$ cat src/hdl/npu_pkg.sv
package npu_pkg;

	////////////////////////////////////////
	// Widths and depths
	////////////////////////////////////////

	// Operand and result words
	localparam int DATA_W = 32;
	// Config command words
	localparam int CFG_W = 26;
	// Operands per neuron group
	localparam int N_IN = 4;
	// Bits to select one weight
	localparam int IDX_W = $clog2(N_IN);
	// Shift amount field width
	localparam int SHIFT_W = 5;
	// Accumulator width, room for the sum plus bias
	localparam int ACC_W = 40;

	// FIFO depths
	localparam int IN_DEPTH = 16;
	localparam int CFG_DEPTH = 8;
	localparam int OUT_DEPTH = 4;

	////////////////////////////////////////
	// Types
	////////////////////////////////////////

	typedef logic [DATA_W-1:0] word_t;

	// Signed 16-bit weight, also used for operands
	typedef logic signed [15:0] weight_t;

	// Config opcodes, bits 25..24 of a command
	typedef enum logic [1:0] {
		OP_WEIGHT = 2'd0,
		OP_BIAS   = 2'd1,
		OP_SHIFT  = 2'd2,
		OP_CLEAR  = 2'd3
	} cfg_op_t;

	// Config command layout, 26 bits MSB first
	typedef struct packed {
		cfg_op_t     op;
		logic [3:0]  idx;
		logic [3:0]  rsvd;
		weight_t     value;
	} cfg_word_t;

	// Largest positive result after saturation
	localparam word_t RES_MAX = word_t'({1'b0, {(DATA_W-1){1'b1}}});

endpackage

$ cat src/hdl/npu_cfg_if.sv
`timescale 1ns/1ns

interface npu_cfg_if
	import npu_pkg::*;
();

	// Register values, held steady while a group runs
	weight_t weight [N_IN];
	weight_t bias;
	logic [SHIFT_W-1:0] shift;

	// Config FIFO still has commands to apply
	logic cfg_pending;

	// Neuron mid-group or holding a result
	logic busy;

	// Register block side
	modport regs (
		output weight,
		output bias,
		output shift,
		output cfg_pending,
		input  busy
	);

	// Neuron side
	modport neuron (
		input  weight,
		input  bias,
		input  shift,
		input  cfg_pending,
		output busy
	);

endinterface

$ cat src/hdl/npu_fifo.sv
`timescale 1ns/1ns

module npu_fifo #(
	parameter type payload_t = logic [31:0],
	parameter int DEPTH = 4
) (
	input  logic     clk,
	input  logic     rst,
	input  logic     wr_en,
	input  payload_t wr_data,
	output logic     full,
	input  logic     rd_en,
	output payload_t rd_data,
	output logic     empty
);

	localparam int PTR_W = (DEPTH > 1) ? $clog2(DEPTH) : 1;
	localparam int CNT_W = $clog2(DEPTH + 1);

	payload_t mem [DEPTH];
	logic [PTR_W-1:0] wr_ptr;
	logic [PTR_W-1:0] rd_ptr;
	logic [CNT_W-1:0] count;
	logic [CNT_W-1:0] count_nxt;
	logic do_wr;
	logic do_rd;

	// Flags block the side that cannot proceed
	assign do_wr = wr_en && !full;
	assign do_rd = rd_en && !empty;

	// Head word always visible
	assign rd_data = mem[rd_ptr];

	// Occupancy after this edge
	always_comb begin
		count_nxt = count;
		if (do_wr && !do_rd) begin
			count_nxt = count + 1'b1;
		end else if (do_rd && !do_wr) begin
			count_nxt = count - 1'b1;
		end
	end

	// Storage array
	always_ff @(posedge clk) begin
		if (do_wr) begin
			mem[wr_ptr] <= wr_data;
		end
	end

	// Pointers, count and registered flags
	always_ff @(posedge clk) begin
		if (rst) begin
			wr_ptr <= '0;
			rd_ptr <= '0;
			count  <= '0;
			empty  <= 1'b1;
			full   <= 1'b0;
		end else begin
			// Wrap at DEPTH, which need not be a power of two
			if (do_wr) begin
				wr_ptr <= (wr_ptr == PTR_W'(DEPTH - 1)) ? '0 : wr_ptr + 1'b1;
			end
			if (do_rd) begin
				rd_ptr <= (rd_ptr == PTR_W'(DEPTH - 1)) ? '0 : rd_ptr + 1'b1;
			end
			count <= count_nxt;
			empty <= (count_nxt == '0);
			full  <= (count_nxt == CNT_W'(DEPTH));
		end
	end

endmodule

$ cat src/hdl/npu_weight_regs.sv
`timescale 1ns/1ns

module npu_weight_regs
	import npu_pkg::*;
(
	input  logic      clk,
	input  logic      rst,
	input  cfg_word_t cfg_data,
	input  logic      cfg_empty,
	output logic      cfg_pop,
	npu_cfg_if.regs   cfg
);

	logic idx_ok;
	logic [IDX_W-1:0] idx_sel;

	////////////////////////////////////////
	// Pop control
	////////////////////////////////////////

	// Tell the neuron not to start a group yet
	assign cfg.cfg_pending = !cfg_empty;

	// Only touch registers between groups
	assign cfg_pop = !cfg_empty && !cfg.busy;

	////////////////////////////////////////
	// Command decode
	////////////////////////////////////////

	// Out of range indices are dropped
	assign idx_ok  = (cfg_data.idx < 4'(N_IN));
	assign idx_sel = cfg_data.idx[IDX_W-1:0];

	// Popped word takes effect on the same edge
	always_ff @(posedge clk) begin
		if (rst) begin
			for (int i = 0; i < N_IN; i++) begin
				cfg.weight[i] <= '0;
			end
			cfg.bias  <= '0;
			cfg.shift <= '0;
		end else if (cfg_pop) begin
			case (cfg_data.op)
				OP_WEIGHT: begin
					if (idx_ok) begin
						cfg.weight[idx_sel] <= cfg_data.value;
					end
				end
				OP_BIAS: begin
					cfg.bias <= cfg_data.value;
				end
				// Only the low bits matter for a 40-bit accumulator
				OP_SHIFT: begin
					cfg.shift <= cfg_data.value[SHIFT_W-1:0];
				end
				OP_CLEAR: begin
					for (int i = 0; i < N_IN; i++) begin
						cfg.weight[i] <= '0;
					end
					cfg.bias  <= '0;
					cfg.shift <= '0;
				end
			endcase
		end
	end

endmodule

$ cat src/hdl/npu_neuron.sv
`timescale 1ns/1ns

module npu_neuron
	import npu_pkg::*;
(
	input  logic     clk,
	input  logic     rst,
	input  word_t    in_data,
	input  logic     in_empty,
	output logic     in_pop,
	output word_t    out_data,
	input  logic     out_full,
	output logic     out_push,
	npu_cfg_if.neuron cfg
);

	typedef enum logic {
		ST_ACC  = 1'b0,
		ST_HOLD = 1'b1
	} state_t;

	state_t state;
	logic [IDX_W-1:0] cnt;
	logic last;

	weight_t operand;
	logic signed [ACC_W-1:0] product;
	logic signed [ACC_W-1:0] bias_ext;
	logic signed [ACC_W-1:0] acc;
	logic signed [ACC_W-1:0] acc_base;
	logic signed [ACC_W-1:0] acc_sum;
	logic signed [ACC_W-1:0] acc_shr;
	word_t sat;
	word_t result;

	////////////////////////////////////////
	// Handshakes
	////////////////////////////////////////

	// First operand waits for pending config
	assign in_pop = (state == ST_ACC) && !in_empty && ((cnt != '0) || !cfg.cfg_pending);

	// Held result leaves when the output FIFO has room
	assign out_push = (state == ST_HOLD) && !out_full;
	assign out_data = result;

	// Freezes the register block
	assign cfg.busy = (state == ST_HOLD) || (cnt != '0);

	assign last = (cnt == IDX_W'(N_IN - 1));

	////////////////////////////////////////
	// Multiply-accumulate
	////////////////////////////////////////

	// Low half of the word is the signed operand
	assign operand = weight_t'(in_data[15:0]);

	// Both factors signed, so extension to ACC_W is signed
	assign product  = operand * cfg.weight[cnt];
	assign bias_ext = cfg.bias;

	// Group starts from the bias
	assign acc_base = (cnt == '0) ? bias_ext : acc;
	assign acc_sum  = acc_base + product;

	// Arithmetic shift keeps the sign
	assign acc_shr = acc_sum >>> cfg.shift;

	// ReLU then clamp to the positive word range
	always_comb begin
		if (acc_shr[ACC_W-1]) begin
			sat = '0;
		end else if (|acc_shr[ACC_W-2:DATA_W-1]) begin
			sat = RES_MAX;
		end else begin
			sat = acc_shr[DATA_W-1:0];
		end
	end

	// Datapath registers
	always_ff @(posedge clk) begin
		if (in_pop) begin
			acc <= acc_sum;
			if (last) begin
				result <= sat;
			end
		end
	end

	////////////////////////////////////////
	// Controller
	////////////////////////////////////////

	always_ff @(posedge clk) begin
		if (rst) begin
			state <= ST_ACC;
			cnt   <= '0;
		end else begin
			case (state)
				ST_ACC: begin
					if (in_pop) begin
						// Last operand finishes the group
						if (last) begin
							cnt   <= '0;
							state <= ST_HOLD;
						end else begin
							cnt <= cnt + 1'b1;
						end
					end
				end
				ST_HOLD: begin
					if (out_push) begin
						state <= ST_ACC;
					end
				end
				default: begin
					state <= ST_ACC;
				end
			endcase
		end
	end

endmodule

$ cat src/hdl/npu.sv
`timescale 1ns/1ns

module npu
	import npu_pkg::*;
(
	input  logic      clk,
	input  logic      rst,

	// Operand input FIFO
	input  word_t     npu_input_data,
	input  logic      npu_input_fifo_write_enable,
	output logic      npu_input_fifo_full,

	// Config command FIFO
	input  cfg_word_t npu_config_data,
	input  logic      npu_config_fifo_write_enable,
	output logic      npu_config_fifo_full,

	// Result output FIFO
	input  logic      npu_output_fifo_read_enable,
	output word_t     npu_output_data,
	output logic      npu_output_fifo_empty
);

	// Input FIFO read side
	word_t in_data;
	logic in_empty;
	logic in_pop;

	// Config FIFO read side
	cfg_word_t cfg_data;
	logic cfg_empty;
	logic cfg_pop;

	// Output FIFO write side
	word_t out_data;
	logic out_full;
	logic out_push;

	// Register values toward the neuron
	npu_cfg_if cfg_bus ();

	////////////////////////////////////////
	// FIFOs
	////////////////////////////////////////

	npu_fifo #(
		.payload_t (word_t),
		.DEPTH     (IN_DEPTH)
	) in_fifo_i (
		.clk     (clk),
		.rst     (rst),
		.wr_en   (npu_input_fifo_write_enable),
		.wr_data (npu_input_data),
		.full    (npu_input_fifo_full),
		.rd_en   (in_pop),
		.rd_data (in_data),
		.empty   (in_empty)
	);

	npu_fifo #(
		.payload_t (cfg_word_t),
		.DEPTH     (CFG_DEPTH)
	) cfg_fifo_i (
		.clk     (clk),
		.rst     (rst),
		.wr_en   (npu_config_fifo_write_enable),
		.wr_data (npu_config_data),
		.full    (npu_config_fifo_full),
		.rd_en   (cfg_pop),
		.rd_data (cfg_data),
		.empty   (cfg_empty)
	);

	// Results in group order
	npu_fifo #(
		.payload_t (word_t),
		.DEPTH     (OUT_DEPTH)
	) out_fifo_i (
		.clk     (clk),
		.rst     (rst),
		.wr_en   (out_push),
		.wr_data (out_data),
		.full    (out_full),
		.rd_en   (npu_output_fifo_read_enable),
		.rd_data (npu_output_data),
		.empty   (npu_output_fifo_empty)
	);

	////////////////////////////////////////
	// Register block and neuron
	////////////////////////////////////////

	npu_weight_regs regs_i (
		.clk       (clk),
		.rst       (rst),
		.cfg_data  (cfg_data),
		.cfg_empty (cfg_empty),
		.cfg_pop   (cfg_pop),
		.cfg       (cfg_bus.regs)
	);

	npu_neuron neuron_i (
		.clk      (clk),
		.rst      (rst),
		.in_data  (in_data),
		.in_empty (in_empty),
		.in_pop   (in_pop),
		.out_data (out_data),
		.out_full (out_full),
		.out_push (out_push),
		.cfg      (cfg_bus.neuron)
	);

endmodule

$ cat config.mk
export PLATFORM = sky130hd
export DESIGN_NAME = npu
export DESIGN_NICKNAME = d
export VERILOG_FILES = /design/src/hdl/npu_pkg.sv /design/src/hdl/npu_cfg_if.sv /design/src/hdl/npu_fifo.sv /design/src/hdl/npu_weight_regs.sv /design/src/hdl/npu_neuron.sv /design/src/hdl/npu.sv
export SDC_FILE = /design/constraint.sdc
export NUM_CORES = 2
export LEC_CHECK = 0
export ABC_AREA = 1
export BUFFER_PORTS_ARGS = -buffer_cell sky130_fd_sc_hd__buf_2
export CELL_PAD_IN_SITES_DETAIL_PLACEMENT = 1
export CELL_PAD_IN_SITES_GLOBAL_PLACEMENT = 1
export CORE_MARGIN = 5
export CORE_UTILIZATION = 40
export CTS_CLUSTER_DIAMETER = 40
export DETAILED_ROUTE_END_ITERATION = 10
export PLACE_DENSITY = 0.67
export SLEW_MARGIN = 20
export SYNTH_ARGS = -nofsm -noshare
export SYNTH_HDL_FRONTEND = slang
export SYNTH_SLANG_ARGS = --single-unit
export TNS_END_PERCENT = 10
$ cat constraint.sdc
create_clock -name clk -period 13.2 [get_ports clk]
set_input_delay 0.66 -clock clk [delete_from_list [all_inputs] [get_ports clk]]
set_output_delay 0.66 -clock clk [all_outputs]
set_load 0.02 [all_outputs]
==> summary.md <==
| Metric | Value |
|---|---|
| Status | `complete, no violations` |
| Slew HR | `0.293` |
| Via/cell ratio | `5.22` |
| F_max | `86.1 MHz` |
| Final slew viol count | `0` |
| Syn_nets | `4,955` |
| Fill count | `12,300` |
| Nets | `5,044` |
| Largest net degree at the start of global routing | `84` |
| DIE AREA | `0.118 mm^2` |
| Core Region | `0.110 mm^2` |
| Initial Utilization | `0.402` |
| CP Capture Type | `flip-flop` |
| Post-synthesis mux area share | `0.0154` |
| Unrepaired setup endpoints after global routing | `false` |
| Hold_buf cts | `0` |
| EDFF count, synth | `632` |
| Worst Min Path Start | `npu_config_data[7]` |
| GP Congestion | `0.851` |
| TritonCTS Buffers | `110` |
| First-pass GRT wire length | `193,000 um` |
| Min Tclk post-route | `11.61 ns` |
| CTS resizes | `0` |
| Antenna violation net count after detailed routing | `0` |
| DR WL/cell | `19.9 um` |
| CTS root buf | `clkbuf_16` |
| Final Util | `0.458` |
| Router iterations before antenna repair | `5` |
| Critical Path Most Common Cell | `nand2_1` |
| Clock buffer depth | `3` |
| Max cap viols | `0` |
| Die H | `343 um` |
| Worst Path Max Fanout | `80` |
| Crit-path slowest cell | `dfxtp_4` |
| Via Count | `32,100` |
| DR iter-0 viols | `1,979` |
| CP required | `13.64 ns` |
| Post-detail-place hpwl | `83,700 um` |
| Grt ovf | `0` |
| Post-Syn Area | `0.0443 mm^2` |
| GRT Overall Usage | `0.208` |
| Initial antenna violation count | `1` |
| Distinct cells, synth | `57` |
| Commonest non-fill, non-tap cells in the layout | `nand2_1 (900), edfxtp_1 (632), inv_1 (578), nor2_1 (320), o21ai_0 (315)` |
| Number of global-route vias before repair | `34,400` |
| Adder-Cell Fraction of Synth Area | `0.160` |
| CTS tree | `done` |
| Seq/Total Area, Yosys | `0.488` |
| Max H-tree Level | `3` |
| DR DRC count | `0` |
| Clock Skews | `0.106 ns` |
| Main combinational cell family by area after synthesis | `adder cells` |
| I/O Buffers | `77` |
| Simple-Gate Fraction of Synth Area | `0.144` |
| Post-Synth XOR/XNOR Area | `0.0142` |
| Hold WS | `0.222 ns` |
| Commonest non-fill, non-tap cell in the layout | `nand2_1` |
| Worst setup SP type | `flip-flop` |
| Synth Register Bits | `765` |
| Area leader, netlist | `edfxtp_1` |
| Hold Vio Cnt, Final | `0` |
| Synthesis Warnings | `0` |
| Clock sink count | `765` |
| Endpoints failing setup | `0` |
| Slowest stage delay, CP | `1.01 ns` |
| # IOs | `98` |
| Worst min-delay path class | `in -> reg` |
| Top cell type's share of synthesized area | `0.428` |
| Worst-Margin Slew | `1.05 ns` |
| Fin Setup TNS | `0 ns` |
| Setup CP Type | `reg -> reg` |
| Tcrit/Tclk final | `0.879` |
| Ys async rst share | `0` |
| CP arrival | `12.04 ns` |
| Mapped Cells | `4,484` |
| Die width | `343 um` |
| Row cnt | `122` |
| Synth Area in Compound Gates | `0.111` |
| Layout area overhead | `14.0%` |
| Clock Latency Late Sink | `0.71 ns` |
| Top FF cell, synth | `edfxtp_1` |
| Syn_area_per_cell | `9.89 um^2` |
| Reg clk slew, reported paths | `0.06 ns` |
| # Post-CTS Setup Buffers | `0` |
| Share of cells above drive strength 1 | `0.109` |
| Final WL | `122,000 um` |
| Area contributors post-synth | `edfxtp_1 (43%), fa_1 (12%), nand2_1 (7.6%)` |
[layer usage]
layer,share of wire,up-vias,wire (um),GRT usage
met5,0,-,0,0
met4,0.025,0,3070,0.0561
met3,0.039,188,4790,0.0288
met2,0.48,510,59200,0.357
met1,0.45,16200,55300,0.280
li1,-,15200,-,-
[worst max-delay path, delay by kind of cell, from the launching register on]
kind,cells,cell delay [ns]
flip-flops,1,1.01
XOR/XNOR,1,0.24
multiplexers,1,0.29
AO/OA/AOI/OAI,8,1.58
AND/OR/NAND/NOR,25,3.49
buffers and inverters,6,0.96
adder cells (fa/ha/maj),8,3.70
[synthesized netlist by cell type, drive strengths merged (2+ instances only)]
library cell and n:
a32o 34, or2 25, inv 587, a21boi 3
a21o 7, o211a 3, a31oi 8, clkinv 11
nor3 23, mux2i 68, o31ai 5, a22o 2
o22ai 44, fa 263, o211ai 79, nand2 928
xor2 41, dfxtp 133, nand4 14, buf 39
ha 145, a21oi 307, clkbuf 156, xnor2 28
nand3b 6, nand3 175, o21a 2, o21bai 5
nor2 362, a32oi 15, nor4 2, edfxtp 632
a211oi 4, o21ai 320
[kinds of logic (layout without fill, tap and decap cells)]
| logic type | Yosys count | count (layout) |
|---|---|---|
| simple gates | 1537 | 1537 |
| xor+xnor | 69 | 69 |
| mux | 68 | 68 |
| compound gates | 843 | 843 |
| flops | 765 | 765 |
| buf+inv | 793 | 974 |
| fa+ha+maj | 408 | 408 |
| other cells | 1 | 4 |
[per-stage QoR]
step	std cells	setup slack, ns	instance area (um^2)
2_1_floorplan	4484	3.44	44300
3_3_place_gp	5948	1.72	46700
3_5_place_dp	5948	1.57	46700
4_1_cts	6152	1.51	50500
5_1_grt	6154	0.626	50500
6_report	6156	1.59	50500
[path summary, 6_finish.rpt]
path / to / slack [ns] / cells past startpoint
max reg2reg: neuron_i.out_data[2] / 1.59 / 49
min: cfg_fifo_i.mem[6][7] / 0.22 / 1
min reg2reg: regs_i.cfg.weight[47] / 0.45 / 2
max: neuron_i.out_data[2] / 1.59 / 49
[cell type report]
cell class                      count  area [um^2]  share of cell area
Multi-Input combinational cell   2926        19800               0.392
Timing Repair Buffer              172         1170              0.0231
Sequential cell                   765        21700               0.428
Antenna cell                        3         7.51            0.000149
Clock buffer                      124         2870              0.0568
Inverter                          598         2240              0.0444
Clock inverter                     80          926              0.0183
Tap cell                         1488         1860              0.0368
[sequential cells by signal (all words and copies together) (netlist names), 5 cells and up, named ones only]
register / flops
out_fifo_i.mem: 128
regs_i.cfg.weight: 64
regs_i.cfg.bias: 16
cfg_fifo_i.mem: 176
in_fifo_i.mem: 256
in_fifo_i.count: 5
regs_i.cfg.shift: 5
neuron_i.out_data: 32
neuron_i.acc: 40
Power is not shown: default switching activity piles up to over one toggle a cycle in this logic, so the estimate is an artifact.
